===== src/design/genesis_bus_consts.svh =====
// Main-bus address map and sizes
`ifndef GENESIS_BUS_CONSTS_SVH
`define GENESIS_BUS_CONSTS_SVH

// Open-bus word after reset, a 68000 NOP
`define GB_OPEN_BUS_INIT 16'h4E71

// ROM region ends below A00000
`define GB_ROM_LIMIT_HI 4'hA

// Z80 bus window at A00000
`define GB_ZBUS_PAGE 8'hA0

// Z80 control page at A11xxx
`define GB_CTRL_PAGE 12'hA11

// Work RAM and Z80 RAM address widths
`define GB_WRAM_AW 15
`define GB_ZRAM_AW 13

// Read value for unmapped Z80-bus addresses
`define GB_UNMAPPED_Z 8'hFF

`endif


===== src/design/genesis_bus_pkg.sv =====
// Shared bus types
package genesis_bus_pkg;

	// 68000 word address, indexed like the byte address
	typedef logic [23:1] m68k_addr_t;
	typedef logic [15:0] bus_data_t;
	typedef logic [7:0]  bus_byte_t;
	typedef logic [14:0] zbus_addr_t;

	typedef enum logic [2:0] {
		MBUS_IDLE,
		MBUS_SELECT,
		MBUS_RAM_READ,
		MBUS_ROM_READ,
		MBUS_ZBUS_PRE,
		MBUS_ZBUS_READ,
		MBUS_FINISH
	} mbus_state_t;

	typedef enum logic [1:0] {ZBUS_IDLE, ZBUS_READ, ZBUS_FINISH} zbus_state_t;

	// Arbiter masters
	typedef enum logic {SRC_MBUS, SRC_Z80} zbus_src_t;

endpackage


===== src/design/mbus_if.sv =====
// Latched main-bus cycle
interface mbus_if;

	genesis_bus_pkg::m68k_addr_t addr;
	genesis_bus_pkg::bus_data_t  wdata;
	logic                        rnw;
	logic                        uds_n;
	logic                        lds_n;

	// Controller owns the cycle, slaves only look at it
	modport ctrl (
		output addr, wdata, rnw, uds_n, lds_n
	);
	modport slave (
		input addr, wdata, rnw, uds_n, lds_n
	);

endinterface


===== src/design/z80_ctrl_regs.sv =====
// Z80 bus-request and reset registers
module z80_ctrl_regs (
	input  logic                       MCLK,
	input  logic                       reset,
	mbus_if.slave                      bus,
	input  logic                       ctrl_sel,
	input  genesis_bus_pkg::bus_data_t open_bus,
	input  logic                       z80_busak_n,
	output genesis_bus_pkg::bus_data_t ctrl_rdata,
	output logic                       z80_busrq_n,
	output logic                       z80_reset_n,
	output logic                       zbus_free
);

	logic [3:0] page;
	logic       flag;

	// Page 1 is the bus request, page 2 the reset line
	assign page = bus.addr[11:8];
	assign flag = (page == 4'd1) ? z80_busak_n :
	              (page == 4'd2) ? z80_reset_n : open_bus[8];

	// Only bit 8 is driven, the rest floats
	assign ctrl_rdata = {open_bus[15:9], flag, open_bus[7:0]};
	assign zbus_free  = ~z80_busrq_n & z80_reset_n;

	always_ff @(posedge MCLK) begin
		if (reset) begin
			z80_busrq_n <= 1'b1;
			z80_reset_n <= 1'b0;
		end else if (ctrl_sel && !bus.rnw && !bus.uds_n) begin
			if (page == 4'd1)
				z80_busrq_n <= ~bus.wdata[8];
			if (page == 4'd2)
				z80_reset_n <= bus.wdata[8];
		end
	end

endmodule


===== src/flat_wrapper.sv =====
// flat-port wrapper written by rule: the top's interface ports become plain ports
module z80_ctrl_regs_flat 
  (MCLK, reset, ctrl_sel, open_bus, z80_busak_n, ctrl_rdata, z80_busrq_n, z80_reset_n, zbus_free, bus_addr, bus_wdata, bus_rnw, bus_uds_n, bus_lds_n);
  mbus_if bus_i ();
  input  logic MCLK;
  input  logic reset;
  input  logic ctrl_sel;
  input  genesis_bus_pkg::bus_data_t open_bus;
  input  logic z80_busak_n;
  output genesis_bus_pkg::bus_data_t ctrl_rdata;
  output logic z80_busrq_n;
  output logic z80_reset_n;
  output logic zbus_free;
  input wire logic [$bits(bus_i.addr)-1:0] bus_addr;
  input wire logic [$bits(bus_i.wdata)-1:0] bus_wdata;
  input wire logic [$bits(bus_i.rnw)-1:0] bus_rnw;
  input wire logic [$bits(bus_i.uds_n)-1:0] bus_uds_n;
  input wire logic [$bits(bus_i.lds_n)-1:0] bus_lds_n;
  assign bus_i.addr = bus_addr;
  assign bus_i.wdata = bus_wdata;
  assign bus_i.rnw = bus_rnw;
  assign bus_i.uds_n = bus_uds_n;
  assign bus_i.lds_n = bus_lds_n;
  z80_ctrl_regs u_core (.MCLK(MCLK), .reset(reset), .bus(bus_i), .ctrl_sel(ctrl_sel), .open_bus(open_bus), .z80_busak_n(z80_busak_n), .ctrl_rdata(ctrl_rdata), .z80_busrq_n(z80_busrq_n), .z80_reset_n(z80_reset_n), .zbus_free(zbus_free));
endmodule

===== config.mk =====
export PLATFORM = sky130hd
export DESIGN_NAME = z80_ctrl_regs_flat
export DESIGN_NICKNAME = d
export VERILOG_FILES = /design/src/design/genesis_bus_consts.svh /design/src/design/genesis_bus_pkg.sv /design/src/design/mbus_if.sv /design/src/design/z80_ctrl_regs.sv /design/src/flat_wrapper.sv
export SDC_FILE = /design/constraint.sdc
export NUM_CORES = 1
export LEC_CHECK = 0
export BUFFER_PORTS_ARGS = -buffer_cell sky130_fd_sc_hd__buf_4
export CORE_MARGIN = 2
export CORE_UTILIZATION = 20
export CTS_BUF_LIST = sky130_fd_sc_hd__clkbuf_4 sky130_fd_sc_hd__clkbuf_8
export DETAILED_ROUTE_END_ITERATION = 8
export PLACE_DENSITY = 0.85
export SLEW_MARGIN = 20
export SYNTH_ARGS = -nofsm -noshare
export SYNTH_HDL_FRONTEND = slang
export SYNTH_SLANG_ARGS = --single-unit

===== constraint.sdc =====
create_clock -name MCLK -period 1.2 [get_ports MCLK]
set_input_delay 0.18 -clock MCLK [delete_from_list [all_inputs] [get_ports MCLK]]
set_output_delay 0.18 -clock MCLK [all_outputs]
set_load 0.02 [all_outputs]

==> results of run 1 <==
==> metal layers <==
| metal | global-route usage (%) | up-vias | part of all wire (%) |
|---|---|---|---|
| li1 | - | 100 | - |
| met1 | 7.57 | 79 | 37 |
| met2 | 9.38 | 19 | 36 |
| met3 | 9.57 | 0 | 26 |
| met4 | 1.29 | 0 | 0 |
| met5 | 0 | - | 0 |
==> worst paths after layout <==
kind                                      endpoint  slack [ps]  cells past startpoint
worst min-delay path            u_core.z80_reset_n         120                      2
worst min register to register  u_core.z80_busrq_n         550                      2
worst max-delay path                 ctrl_rdata[8]         -10                      5
worst max register to register  u_core.z80_reset_n         410                      2
==> power breakdown <==
| group | internal (mW) | leakage, nW | switching, mW |
|---|---|---|---|
| Combinational | 0.0441 | 0.133 | 0.0235 |
| Clock | 0.110 | 0.0138 | 0.0362 |
| Sequential | 0.0673 | 0.0162 | 0.000252 |
| Total | 0.222 | 0.163 | 0.0600 |
==> flip-flops by register name, summed over array words and instances (netlist names) <==
name / cells
u_core.z80_reset_n: 1
u_core.z80_busrq_n: 1
==> cells in the final DEF, fill, tap and decap left out, types with 2 or more instances in the layout <==
cell      Yosys  final
buf_4        16     13
nor4b_4       2      2
a21oi_1       2      2
dfxtp_1       2      2
buf_6         0      3
clkbuf_4      0      3
==> area by class of cell <==
cell class              instances  area, µm²
well taps                      15       18.8
multi-input cells              13        123
flip-flops and latches          2       40.0
repair buffers                 17        146
fillers                       139        967
clock buffers                   3       22.5
==> logic make-up (layout without fill, tap and decap cells) <==
family	Yosys count	in the layout	share of synthesized area, %
flops	2	2	14.2
mux	1	1	3.54
simple gates	7	7	27.0
compound gates	5	5	12.8
buf+inv	16	20	42.5
==> repair_timing <==
item	CTS	global route
endpoints found under the hold margin	0	0
buffers inserted	1	0
pin swaps	2	2
gates resized for setup	4	1
endpoints found under the setup margin	1	1
==> worst max-delay path, cell delays in order <==
cell and delay (ps):
buf_6 100, nor4b_4 290, mux2i_1 250, o21ai_2 70, buf_6 140
==> metrics by stage <==
stage	power (mW)	util, %
floorplan	0.163	-
global placement	0.128	22.9
detailed placement	0.129	22.9
CTS	0.291	26.3
global route	0.298	26.6
finish	0.282	26.6
==> results.toml, run 1 <==
[floorplan]
coreArea_um2 = 1320
row_count = 13
ios = 81
design.die.area_um2 = 1730
initial_utilization_pct = 21.5
die_w_um = 41.6
die_y_um = 41.6

[route]
drt-wirelength-per-cell_um = 12.5
via_count = 198
drt_iter0_markers = 3
first_pass_iters = 2
drc = 0
ant_nets = 0
via_per_inst = 3.96
routed_wl_um = 625

[grt]
grt_pass1_wl_um = 952
grt_max_degree = 5
antenna_found_initial = 0
grt_pass1_vias = 208
grt_overflow_total = 0
grt_usage_pct = 7.42

[outcome]
violations = "setup timing"
status = "finished, violations left"

[synthesis]
synth_ff_type = "dfxtp_1"
yosys-top-cells-area = "buf_4, nor4b_4, dfxtp_1, a21bo_2, a21oi_1"
synth_warnings = 0
synth_edf_count = 0
syn_inst = 31
synth-seq-area-share_pct = 14.2
synthTopCellsByCount = "buf_4, a21oi_1, dfxtp_1, nor4b_4"
avgSynthCellArea_um2 = 9.12
synth-seq-cells = 2
synthArstFlopShare_pct = 0
yosysTopAreaCell = "buf_4"
ys_types = 13
syn_nets = 93
syn_area_um2 = 283
netlist.area_leader.share_pct = 42.5
synth_most_common_cell = "buf_4"

[placement]
placed_area_um2 = 302
preCtsSetupSlack_ps = -80.5
globalplace.congestion = 0.567
portBuffers = 15
place_inst = 46
dp_hpwl_um = 527

[cts]
cts_root_buf = "clkbuf_4"
cts_max_path_buffers = 2
cts_tree = "yes"
clk-insertion-delay-late_ps = 220
numCtsBuffers = 3
clkSinkCount = 2
holdBufCountCts = 0
h-tree-depth = 1
clk_pin_slew_worst_paths_ps = 30

[sta]
relSlewSlack_pct = 72.2
rsz0062_at_grt = "true"
layout_setup_ws_ps = -12.4
post-route-min-period_ps = 1210
clock_skew_ps = 0
hold_violations = 0
setup_violations = 1
final.setup.tns_ps = -12.4
hold_slack_ps = 116
drv_slew = 0
tightestPinTransition_ps = 417
max_freq_ghz = 0.825
fin_crit_sh_pct = 101

[power]
power-per-cell-area_nw_per_um2 = 804
max-vdd-ir-drop_mv = 0.507
p_leak_nw = 0.163

[worst_setup_path]
required_ps = 1020
worstPathArrival_ps = 1030
start_kind = "input port"
worst_setup_path_startpoint = "bus_addr[7]"
critical_path_class = "in -> out"
cp_max_fo = 2
end_kind = "primary output"
worst_r2r_startpoint = "u_core.z80_reset_n"

[final_layout]
insertedDiodeCount = 0
drive_gt1_share_pct = 68.6
area_growth_pct = 23.9
fin_nets = 99
final_cells = 50
stdcell_area_um2 = 350

[job]
maxCapViolCount = 0

[worst_hold_path]
hold_class = "in -> reg"
hold_path_startpoint = "reset"
Note: power is estimated with default switching activity, not from simulation.
==> inputs of run 2 (changes only) <==
--- a/config.mk
+++ b/config.mk
@@ -5,12 +5,13 @@
 export SDC_FILE = /design/constraint.sdc
 export NUM_CORES = 1
 export LEC_CHECK = 0
+export ABC_AREA = 1
 export BUFFER_PORTS_ARGS = -buffer_cell sky130_fd_sc_hd__buf_4
 export CORE_MARGIN = 2
-export CORE_UTILIZATION = 20
+export CORE_UTILIZATION = 19
 export CTS_BUF_LIST = sky130_fd_sc_hd__clkbuf_4 sky130_fd_sc_hd__clkbuf_8
 export DETAILED_ROUTE_END_ITERATION = 8
-export PLACE_DENSITY = 0.85
+export PLACE_DENSITY = 0.81
 export SLEW_MARGIN = 20
 export SYNTH_ARGS = -nofsm -noshare
 export SYNTH_HDL_FRONTEND = slang
==> constraint.sdc (replaced) <==
create_clock -name MCLK -period 1.1 [get_ports MCLK]
set_input_delay 0.165 -clock MCLK [delete_from_list [all_inputs] [get_ports MCLK]]
set_output_delay 0.165 -clock MCLK [all_outputs]
set_load 0.02 [all_outputs]
==> run 2 against run 1 <==
  * The run now ends clean
  * Total power up 12%
  * Setup slack improved by 45 ps
  * Routed wire length is 5.6% lower
==> results.toml, run 2 <==
[placement]
placed_area_um2 = 330
dp_hpwl_um = 458
globalplace.congestion = 0.774
portBuffers = 15
place_inst = 68

[final_layout]
fin_nets = 120
drive_gt1_share_pct = 51.8
fillers = 171
area_growth_pct = 21.5
final_common_cell = "buf_4"
final_cells = 72
insertedDiodeCount = 0
multi_input_area_um2 = 111
top_regs = "u_core.z80_busrq_n: 1 flops, u_core.z80_reset_n: 1 flops"
seq_area_um2 = 41.3
stdcell_area_um2 = 368
final_cell_mix = "buf_4, nand2_1, inv_1, nor2_1"

[floorplan]
die_y_um = 43.9
initial_utilization_pct = 20.1
coreArea_um2 = 1510
die_w_um = 43.9
row_count = 14
ios = 81
design.die.area_um2 = 1930

[worst_setup_path]
cp_top_family = "flip-flops"
cp_max_fo = 2
critical_path_class = "reg -> out"
end_kind = "primary output"
crit_chain = "inv_2 -> nand2_2 -> nand3b_1 -> nand2_1 -> buf_6"
worstPathArrival_ps = 900
r2r_slack_ps = 380
critical_path_buf_inv_count = 2
required_ps = 940
slowest_stage = "dfxtp_2"
slowest_delay_ps = 320
start_kind = "flop"

[route]
drc = 0
ant_nets = 0
drt_iter0_markers = 7
first_pass_iters = 4
routed_wl_um = 590
via_count = 274
drt-wirelength-per-cell_um = 8.19
via_per_inst = 3.81

[synthesis]
synth_ff_type = "dfxtp_1"
syn_area_um2 = 303
yosysTopAreaCell = "buf_4"
synth-seq-area-share_pct = 13.2
netlist.area_leader.share_pct = 39.7
synth_most_common_cell = "buf_4"
synth-seq-cells = 2
avgSynthCellArea_um2 = 5.94
yosys-top-cells-area = "buf_4, nand2_1, dfxtp_1, inv_1, nor2_2"
synthArstFlopShare_pct = 0
syn_nets = 113
synth_edf_count = 0
synthTopCellsByCount = "buf_4, nand2_1, inv_1"
ys_types = 11
syn_inst = 51
synth_warnings = 0

[sta]
hold_violations = 0
drv_slew = 0
setup_violations = 0
post-route-min-period_ps = 1070
tightestPinTransition_ps = 173
max_freq_ghz = 0.937
relSlewSlack_pct = 88.5
rsz0062_at_grt = "true"
clock_skew_ps = 0
fin_crit_sh_pct = 97.1

[outcome]
status = "finished, final reports clean"

[cts]
cts_max_path_buffers = 2
h-tree-depth = 1
holdBufCountCts = 0
clkSinkCount = 2
clk_pin_slew_worst_paths_ps = 30
clk-insertion-delay-late_ps = 230
numCtsBuffers = 3
cts_root_buf = "clkbuf_4"
cts_tree = "yes"

[grt]
grt_pass1_wl_um = 841
met2_usage_pct = 9.41
antenna_found_initial = 0
grt_usage_pct = 6.42
gr-usage-met1_pct = 5.96
grt_pass1_vias = 241
grt_use_met3_pct = 1.67
grt_max_degree = 5
grt_overflow_total = 0
grt-busiest-layer = "met4"

[power]
max-vdd-ir-drop_mv = 0.376
power-per-cell-area_nw_per_um2 = 861
p_leak_nw = 0.208

[worst_hold_path]
hold_class = "in -> reg"

[job]
maxCapViolCount = 0
-- run 2: cell type report --
| cell class | count | share of cell area, % |
|---|---|---|
| timing repair buffer | 18 | 37.8 |
| multi-input combinational | 24 | 30.3 |
| clock buffer | 3 | 6.12 |
| sequential | 2 | 11.2 |
| tap | 16 | 5.44 |
| inverter | 9 | 9.18 |
-- run 2: where the power goes --
part | switching (mW) | total [mW] | internal [mW]
Sequential | 0.000414 | 0.0741 | 0.0737
Clock | 0.0460 | 0.167 | 0.121
Combinational | 0.0321 | 0.0758 | 0.0437
-- run 2: through the flow --
step / hold slack [ps] / setup WS [ps] / power (mW) / setup TNS [ps] / utilization [%]
detailed placement: 330 / 102 / 0.148 / 0 / 21.9
finish: 144 / 32.4 / 0.317 / 0 / 24.4
floorplan: 285 / 115 / 0.188 / 0 / -
global route: 167 / -36.4 / 0.337 / -36.4 / 24.4
global placement: 330 / 97.7 / 0.146 / 0 / 21.9
CTS: 139 / 2.86 / 0.325 / 0 / 23.5
-- run 2: kinds of logic (layout without fill, tap and decap cells) --
family,Yosys count,after routing,share of synthesized area [%]
buffers and inverters,25,30,50.8
AOI/OAI and AO/OA,1,1,1.65
and+or+nand+nor,23,23,34.3
DFF,2,2,13.2
-- run 2: path summary, 6_finish.rpt --
path	start	to	cells after the start
min reg2reg	u_core.z80_busrq_n	u_core.z80_busrq_n	2
max reg2reg	u_core.z80_reset_n	u_core.z80_reset_n	3
max	u_core.z80_reset_n	ctrl_rdata[8]	5
min	reset	u_core.z80_busrq_n	3
-- run 2: worst min-delay path, stage by stage --
cell	delay, ps
buf_4	70
inv_1	30
nand3_1	60
-- run 2: per-layer routing --
layer  vias to the layer above  share of wire, %
met3                         2                14
met4                         0               2.5
met2                        17                46
met5                         -                 0
met1                       111                37
li1                        144                 -
-- run 2: timing repair --
action	4_1_cts	5_1_grt
endpoints found under the setup margin	1	1
buffers inserted	0	1
resized for setup	2	2
hold endpoints to repair	0	0
pin swaps	0	2
