==> config.mk <==
export PLATFORM = sky130hd
export DESIGN_NAME = mbus_ctrl_flat
export DESIGN_NICKNAME = d
export VERILOG_FILES = /design/src/design/genesis_bus_pkg.sv /design/src/design/mbus_if.sv /design/src/design/mbus_ctrl.sv /design/src/flat_wrapper.sv
export VERILOG_INCLUDE_DIRS = /design/src /design/src/design
export SDC_FILE = /design/constraint.sdc
export NUM_CORES = 1
export LEC_CHECK = 0
export CAP_MARGIN = 20
export CORE_ASPECT_RATIO = 1.25
export CORE_MARGIN = 2
export CORE_UTILIZATION = 55
export CTS_CLUSTER_DIAMETER = 60
export DETAILED_ROUTE_END_ITERATION = 8
export DONT_BUFFER_PORTS = 1
export GPL_TIMING_DRIVEN = 0
export PLACE_DENSITY = 0.7
export SLEW_MARGIN = 20
export SYNTH_ARGS = -nofsm -noshare
export SYNTH_HDL_FRONTEND = slang
export SYNTH_SLANG_ARGS = --single-unit
==> constraint.sdc <==
create_clock -name MCLK -period 16.1 [get_ports MCLK]
set_input_delay 1.61 -clock MCLK [delete_from_list [all_inputs] [get_ports MCLK]]
set_output_delay 1.61 -clock MCLK [all_outputs]
set_load 0.02 [all_outputs]
==> src/design/genesis_bus_consts.svh <==
// Main-bus address map and sizes
`ifndef GENESIS_BUS_CONSTS_SVH
`define GENESIS_BUS_CONSTS_SVH

// Open-bus word after reset, a 68000 NOP
`define GB_OPEN_BUS_INIT 16'h4E71

// ROM region ends below A00000
`define GB_ROM_LIMIT_HI 4'hA

// Z80 bus window at A00000
`define GB_ZBUS_PAGE 8'hA0

// Z80 control page at A11xxx
`define GB_CTRL_PAGE 12'hA11

// Work RAM and Z80 RAM address widths
`define GB_WRAM_AW 15
`define GB_ZRAM_AW 13

// Read value for unmapped Z80-bus addresses
`define GB_UNMAPPED_Z 8'hFF

`endif

==> src/design/genesis_bus_pkg.sv <==
// Shared bus types
package genesis_bus_pkg;

	// 68000 word address, indexed like the byte address
	typedef logic [23:1] m68k_addr_t;
	typedef logic [15:0] bus_data_t;
	typedef logic [7:0]  bus_byte_t;
	typedef logic [14:0] zbus_addr_t;

	typedef enum logic [2:0] {
		MBUS_IDLE,
		MBUS_SELECT,
		MBUS_RAM_READ,
		MBUS_ROM_READ,
		MBUS_ZBUS_PRE,
		MBUS_ZBUS_READ,
		MBUS_FINISH
	} mbus_state_t;

	typedef enum logic [1:0] {ZBUS_IDLE, ZBUS_READ, ZBUS_FINISH} zbus_state_t;

	// Arbiter masters
	typedef enum logic {SRC_MBUS, SRC_Z80} zbus_src_t;

endpackage

==> src/design/mbus_if.sv <==
// Latched main-bus cycle
interface mbus_if;

	genesis_bus_pkg::m68k_addr_t addr;
	genesis_bus_pkg::bus_data_t  wdata;
	logic                        rnw;
	logic                        uds_n;
	logic                        lds_n;

	// Controller owns the cycle, slaves only look at it
	modport ctrl (
		output addr, wdata, rnw, uds_n, lds_n
	);
	modport slave (
		input addr, wdata, rnw, uds_n, lds_n
	);

endinterface

==> src/design/mbus_ctrl.sv <==
// Main-bus controller
`include "genesis_bus_consts.svh"

module mbus_ctrl (
	input  logic                        MCLK,
	input  logic                        reset,
	input  logic                        m68k_as_n,
	input  genesis_bus_pkg::m68k_addr_t m68k_addr,
	input  genesis_bus_pkg::bus_data_t  m68k_wdata,
	input  logic                        m68k_rnw,
	input  logic                        m68k_uds_n,
	input  logic                        m68k_lds_n,
	input  genesis_bus_pkg::m68k_addr_t rom_size,
	input  genesis_bus_pkg::bus_data_t  rom_rdata,
	input  logic                        rom_ack,
	input  genesis_bus_pkg::bus_data_t  ram_rdata,
	input  genesis_bus_pkg::bus_byte_t  zbus_rdata,
	input  logic                        zbus_dtack_n,
	input  genesis_bus_pkg::bus_data_t  ctrl_rdata,
	output genesis_bus_pkg::bus_data_t  m68k_rdata,
	output logic                        m68k_dtack_n,
	output logic                        rom_req,
	output logic                        ram_sel,
	output logic                        zbus_sel,
	output logic                        ctrl_sel,
	output genesis_bus_pkg::bus_data_t  open_bus,
	mbus_if.ctrl                        bus
);

	genesis_bus_pkg::mbus_state_t state;
	genesis_bus_pkg::bus_data_t   data;

	logic in_rom;
	logic in_zbus;
	logic in_ctrl;
	logic in_wram;

	// ----------------------------------------------------------------------
	// Address decode on the latched cycle
	// ----------------------------------------------------------------------
	assign in_rom  = bus.addr[23:20] < `GB_ROM_LIMIT_HI;
	assign in_zbus = bus.addr[23:16] == `GB_ZBUS_PAGE;
	assign in_ctrl = bus.addr[23:12] == `GB_CTRL_PAGE;
	assign in_wram = &bus.addr[23:21];

	// ----------------------------------------------------------------------
	// Bus cycle FSM
	// ----------------------------------------------------------------------
	always_ff @(posedge MCLK) begin
		if (reset) begin
			state        <= genesis_bus_pkg::MBUS_IDLE;
			m68k_dtack_n <= 1'b1;
			rom_req      <= rom_ack;
			ram_sel      <= 1'b0;
			zbus_sel     <= 1'b0;
			ctrl_sel     <= 1'b0;
			open_bus     <= `GB_OPEN_BUS_INIT;
		end else begin
			ctrl_sel <= 1'b0;
			if (m68k_as_n)
				m68k_dtack_n <= 1'b1;

			case (state)
				genesis_bus_pkg::MBUS_IDLE: begin
					// Wait for the previous DTACK to clear first
					if (!m68k_as_n && m68k_dtack_n) begin
						bus.addr  <= m68k_addr;
						bus.wdata <= m68k_wdata;
						bus.rnw   <= m68k_rnw;
						bus.uds_n <= m68k_uds_n;
						bus.lds_n <= m68k_lds_n;
						data      <= open_bus;
						state     <= genesis_bus_pkg::MBUS_SELECT;
					end
				end
				genesis_bus_pkg::MBUS_SELECT: begin
					// Unmapped space keeps the open-bus word
					state <= genesis_bus_pkg::MBUS_FINISH;
					if (in_rom) begin
						if (bus.addr < rom_size) begin
							rom_req <= ~rom_ack;
							state   <= genesis_bus_pkg::MBUS_ROM_READ;
						end else begin
							data <= '0;
						end
					end else if (in_zbus) begin
						state <= genesis_bus_pkg::MBUS_ZBUS_PRE;
					end else if (in_ctrl) begin
						ctrl_sel <= 1'b1;
						data     <= ctrl_rdata;
					end else if (in_wram) begin
						ram_sel <= 1'b1;
						state   <= genesis_bus_pkg::MBUS_RAM_READ;
					end
				end
				genesis_bus_pkg::MBUS_RAM_READ: begin
					ram_sel <= 1'b0;
					data    <= ram_rdata;
					if (bus.rnw)
						open_bus <= ram_rdata;
					state <= genesis_bus_pkg::MBUS_FINISH;
				end
				genesis_bus_pkg::MBUS_ROM_READ: begin
					if (rom_req == rom_ack) begin
						data     <= rom_rdata;
						open_bus <= rom_rdata;
						state    <= genesis_bus_pkg::MBUS_FINISH;
					end
				end
				genesis_bus_pkg::MBUS_ZBUS_PRE: begin
					zbus_sel <= 1'b1;
					state    <= genesis_bus_pkg::MBUS_ZBUS_READ;
				end
				genesis_bus_pkg::MBUS_ZBUS_READ: begin
					// Z80 side is 8 bits wide, same byte on both lanes
					if (!zbus_dtack_n) begin
						zbus_sel <= 1'b0;
						data     <= {zbus_rdata, zbus_rdata};
						state    <= genesis_bus_pkg::MBUS_FINISH;
					end
				end
				genesis_bus_pkg::MBUS_FINISH: begin
					m68k_rdata   <= data;
					m68k_dtack_n <= 1'b0;
					state        <= genesis_bus_pkg::MBUS_IDLE;
				end
				default: state <= genesis_bus_pkg::MBUS_IDLE;
			endcase
		end
	end

endmodule

==> src/flat_wrapper.sv <==
// flat-port wrapper written by rule: the top's interface ports become plain ports
module mbus_ctrl_flat 
  (MCLK, reset, m68k_as_n, m68k_addr, m68k_wdata, m68k_rnw, m68k_uds_n, m68k_lds_n, rom_size, rom_rdata, rom_ack, ram_rdata, zbus_rdata, zbus_dtack_n, ctrl_rdata, m68k_rdata, m68k_dtack_n, rom_req, ram_sel, zbus_sel, ctrl_sel, open_bus, bus_addr, bus_wdata, bus_rnw, bus_uds_n, bus_lds_n);
  mbus_if bus_i ();
  input  logic MCLK;
  input  logic reset;
  input  logic m68k_as_n;
  input  genesis_bus_pkg::m68k_addr_t m68k_addr;
  input  genesis_bus_pkg::bus_data_t m68k_wdata;
  input  logic m68k_rnw;
  input  logic m68k_uds_n;
  input  logic m68k_lds_n;
  input  genesis_bus_pkg::m68k_addr_t rom_size;
  input  genesis_bus_pkg::bus_data_t rom_rdata;
  input  logic rom_ack;
  input  genesis_bus_pkg::bus_data_t ram_rdata;
  input  genesis_bus_pkg::bus_byte_t zbus_rdata;
  input  logic zbus_dtack_n;
  input  genesis_bus_pkg::bus_data_t ctrl_rdata;
  output genesis_bus_pkg::bus_data_t m68k_rdata;
  output logic m68k_dtack_n;
  output logic rom_req;
  output logic ram_sel;
  output logic zbus_sel;
  output logic ctrl_sel;
  output genesis_bus_pkg::bus_data_t open_bus;
  output wire logic [$bits(bus_i.addr)-1:0] bus_addr;
  output wire logic [$bits(bus_i.wdata)-1:0] bus_wdata;
  output wire logic [$bits(bus_i.rnw)-1:0] bus_rnw;
  output wire logic [$bits(bus_i.uds_n)-1:0] bus_uds_n;
  output wire logic [$bits(bus_i.lds_n)-1:0] bus_lds_n;
  assign bus_addr = bus_i.addr;
  assign bus_wdata = bus_i.wdata;
  assign bus_rnw = bus_i.rnw;
  assign bus_uds_n = bus_i.uds_n;
  assign bus_lds_n = bus_i.lds_n;
  mbus_ctrl u_core (.MCLK(MCLK), .reset(reset), .m68k_as_n(m68k_as_n), .m68k_addr(m68k_addr), .m68k_wdata(m68k_wdata), .m68k_rnw(m68k_rnw), .m68k_uds_n(m68k_uds_n), .m68k_lds_n(m68k_lds_n), .rom_size(rom_size), .rom_rdata(rom_rdata), .rom_ack(rom_ack), .ram_rdata(ram_rdata), .zbus_rdata(zbus_rdata), .zbus_dtack_n(zbus_dtack_n), .ctrl_rdata(ctrl_rdata), .m68k_rdata(m68k_rdata), .m68k_dtack_n(m68k_dtack_n), .rom_req(rom_req), .ram_sel(ram_sel), .zbus_sel(zbus_sel), .ctrl_sel(ctrl_sel), .open_bus(open_bus), .bus(bus_i));
endmodule
==> flow_summary_export.csv <==
group,metric,value,unit
floorplanning,fp.dieW,85.35,um
route,ant_nets,0,
yosys,syn_area,0.004549,mm2
route,vias,3248,
sta,layout_setup_ws,12.47,ns
setup_path,cp-start-kind,"input port",
clock_tree,cts_tree,"built",
setup_path,cp.arrival,3.72,ns
yosys,async_flop_share,0,
route,drc,0,
place,gp_congestion,0.8887,
route,drt_iter0_markers,294,
setup_path,required,16.19,ns
yosys,syn-num-nets,559,
yosys,synth-seq-area-share,0.5963,
power_and_ir_drop,ir_worst_vdd,0.08162,mV
global_routing,track_usage,0.2430,
place,place_ws,12.05,ns
cells_and_area,drive_above_1_share,0.08945,
yosys,syn_avg_cell_area,11.07,um2
cells_and_area,area_growth_syn_to_layout,8.141,%
yosys,synth_seq_cells,98,
route,wl_per_cell,20.62,um
yosys,yosysWarnings,0,
clock_tree,clockRootBuffer,"clkbuf_8",
sta,rsz0062_at_grt,"no",
setup_path,crit_type,"in2reg",
sta,min_period,3.626,ns
route,postRouteWirelength,10.99,mm
sta,relSlewSlack,0.5491,
yosys,synth_ff_type,"edfxtp_1",
setup_path,end_kind,"flip-flop",
sta,hold_violations,0,
run_status,outcome,"completed",
clock_tree,cts_setup_buffers,0,
yosys,synthDistinctLibCells,40,
sta,max_slew.worst_pin.slew,0.6726,ns
floorplanning,die_y,105.7,um
setup_path,path_cells,"inv_1 -> ha_1 -> nand4_1 -> nor3_1 -> a22oi_1 -> nand4b_1 -> a31oi_4 -> a211oi_4 -> buf_6",
route,drtPass1Iterations,6,
sta,max_freq,275.8,MHz
clock_tree,insertion_delay,0.38,ns
global_routing,grt_max_degree,17,
power_and_ir_drop,power_density,161.2,mW/mm2
floorplanning,die-area,0.009020,mm2
clock_tree,cts.path.max_buffers,2,
setup_path,crit_path_max_fanout,9,
setup_path,critical-path-max-stage-delay,0.59,ns
clock_tree,cts.sink_count,98,
sta,clock_skew,0.01267,ns
clock_tree,cts_hold_buf,0,
power_and_ir_drop,p_leak,1.843,nW
floorplanning,initial_utilization,0.5584,
place,dp_hpwl,8.566,mm
sta,min_period_over_period,0.2252,
yosys,synth_edf_count,75,
cells_and_area,stdcell_area,0.004920,mm2
global_routing,overflow,0,
sta,slew_violations,0,
setup_path,cpMaxStageDelayCell,"a211oi_4",
cells_and_area,finalNetCount,579,
sta,setup_violations,0,
place,postPlaceCellArea,0.004750,mm2
yosys,synthCells,411,
floorplanning,io_pins,205,
global_routing,grt_antenna_before_repair,0,
sta,holdWs,0.4237,ns
floorplanning,coreArea,0.008148,mm2
place,io_buffers,0,
clock_tree,postCtsResizedCells,0,
floorplanning,rows,37,
route,vias_per_cell,6.094,
clock_tree,cts.htree.levels,3,
global_routing,grt_pass1_wl,16.40,mm
cells_and_area,antenna_cells,0,
sta,fin_setup_tns,0,ns
worst_hold_path,hp-class,"reg2reg",
clock_tree,numCtsBuffers,9,
clock_tree,path_clk_slew,0.09,ns
global_routing,grt_pass1_vias,3223,
run,drv_cap,0,
per-layer routing:
layer	share of wire	track usage	up-vias	wire length (um)
met4	0.043	0.1349	0	468
li1	-	-	1529	-
met2	0.50	0.4090	198	5513
met5	0	0	-	0
met1	0.35	0.2604	1483	3805
met3	0.11	0.09005	38	1201
cells by family (layout without fill, tap and decap cells):
family,after synthesis,count (layout),synth area share
multiplexers,17,17,0.03740
XOR/XNOR,2,2,0.003851
AND/OR/NAND/NOR,112,112,0.1097
buffers and inverters,45,70,0.03850
flip-flops,98,98,0.5963
adder cells (fa/ha/maj),22,22,0.06051
AO/OA/AOI/OAI,115,115,0.1537
worst max-delay path: cells and delay by family:
kind,cells,cell delay [ns]
AO/OA/AOI/OAI,3,0.83
AND/OR/NAND/NOR,3,0.73
adder cells (fa/ha/maj),1,0.30
buffers and inverters,2,0.25
registers in the layout (all words and copies together), names as in the netlist, 3 cells and up:
signal and cells:
u_core.bus.wdata 16, u_core.state 3, u_core.data 16, u_core.m68k_rdata 16
u_core.bus.addr 23, u_core.open_bus 16
cell usage in the layout, fill, tap and decap left out, drive strengths merged:
| master | Yosys | routed |
|---|---|---|
| nor3 | 5 | 5 |
| nor4 | 2 | 2 |
| clkinvlp | 0 | 2 |
| or4 | 2 | 2 |
| dfxtp | 23 | 23 |
| a2111oi | 1 | 1 |
| xnor2 | 2 | 2 |
| o21ai | 42 | 42 |
| or2 | 1 | 1 |
| a211oi | 10 | 10 |
| o41ai | 1 | 1 |
| nand3 | 6 | 6 |
| nand4b | 1 | 1 |
| nand4 | 2 | 2 |
| a22oi | 1 | 1 |
| nand2b | 3 | 3 |
| nor4b | 2 | 2 |
| edfxtp | 75 | 75 |
| nor2 | 52 | 52 |
| a41oi | 1 | 1 |
| o21a | 2 | 2 |
| nor2b | 1 | 1 |
| clkinv | 0 | 5 |
| a21oi | 43 | 43 |
| a31oi | 1 | 1 |
| nand2 | 34 | 34 |
| ha | 22 | 22 |
| a211o | 8 | 8 |
| mux2i | 17 | 17 |
| buf | 6 | 15 |
| o31ai | 1 | 1 |
| a21o | 3 | 3 |
| o311a | 1 | 1 |
| inv | 25 | 25 |
| nor3b | 1 | 1 |
| clkbuf | 14 | 23 |
final timing paths:
check / from / cells after the start / slack (ns) / endpoint
worst max-delay path: rom_size[21] / 9 / 12.47 / u_core.data[4]$_DFFE_PP_
worst min-delay path: u_core.data[0]$_DFFE_PP_ / 0 / 0.42 / u_core.m68k_rdata[0]$_DFFE_PP_
worst max register to register: u_core.bus.addr[21]$_DFFE_PP_ / 8 / 13.10 / u_core.data[4]$_DFFE_PP_
worst min register to register: u_core.data[0]$_DFFE_PP_ / 0 / 0.42 / u_core.m68k_rdata[0]$_DFFE_PP_
power breakdown:
part / total (mW) / internal, mW / leakage, nW / switching, mW
combinational: 0.240 / 0.0830 / 0.884 / 0.157
sequential: 0.410 / 0.349 / 0.877 / 0.0613
clock: 0.143 / 0.0555 / 0.0826 / 0.0873
area by class of cell:
class | instances | area (um2)
fillers | 681 | 3228
repair buffers | 9 | 53.80
clock inverters | 7 | 46.29
clock buffers | 9 | 123.9
well taps | 97 | 121.4
flip-flops and latches | 98 | 2713
inverters | 25 | 93.84
multi-input cells | 268 | 1687
plain buffers | 20 | 81.33
stage by stage:
stage	utilization	total power, mW	instances
final	0.6038	0.7929	533
after global routing	0.6038	0.8393	533
after CTS	0.6038	0.7943	533
after detailed placement	0.5829	0.6555	517
after global placement	0.5732	0.6404	508
after floorplan	-	0.5808	411
Yosys cell counts, types with 3 or more instances:
master / count / share of area
buf_2: 5 / 0.0055
a211o_1: 8 / 0.015
nor2_1: 52 / 0.043
o21ai_0: 40 / 0.044
mux2i_1: 17 / 0.037
dfxtp_1: 23 / 0.10
a211oi_1: 10 / 0.017
nor3_1: 4 / 0.0044
a21o_1: 3 / 0.0050
nand3_1: 6 / 0.0066
a21oi_1: 43 / 0.047
nand2_1: 34 / 0.028
clkbuf_1: 14 / 0.012
ha_1: 22 / 0.061
inv_1: 23 / 0.019
edfxtp_1: 75 / 0.50
Note: power is estimated with default switching activity, not from simulation.
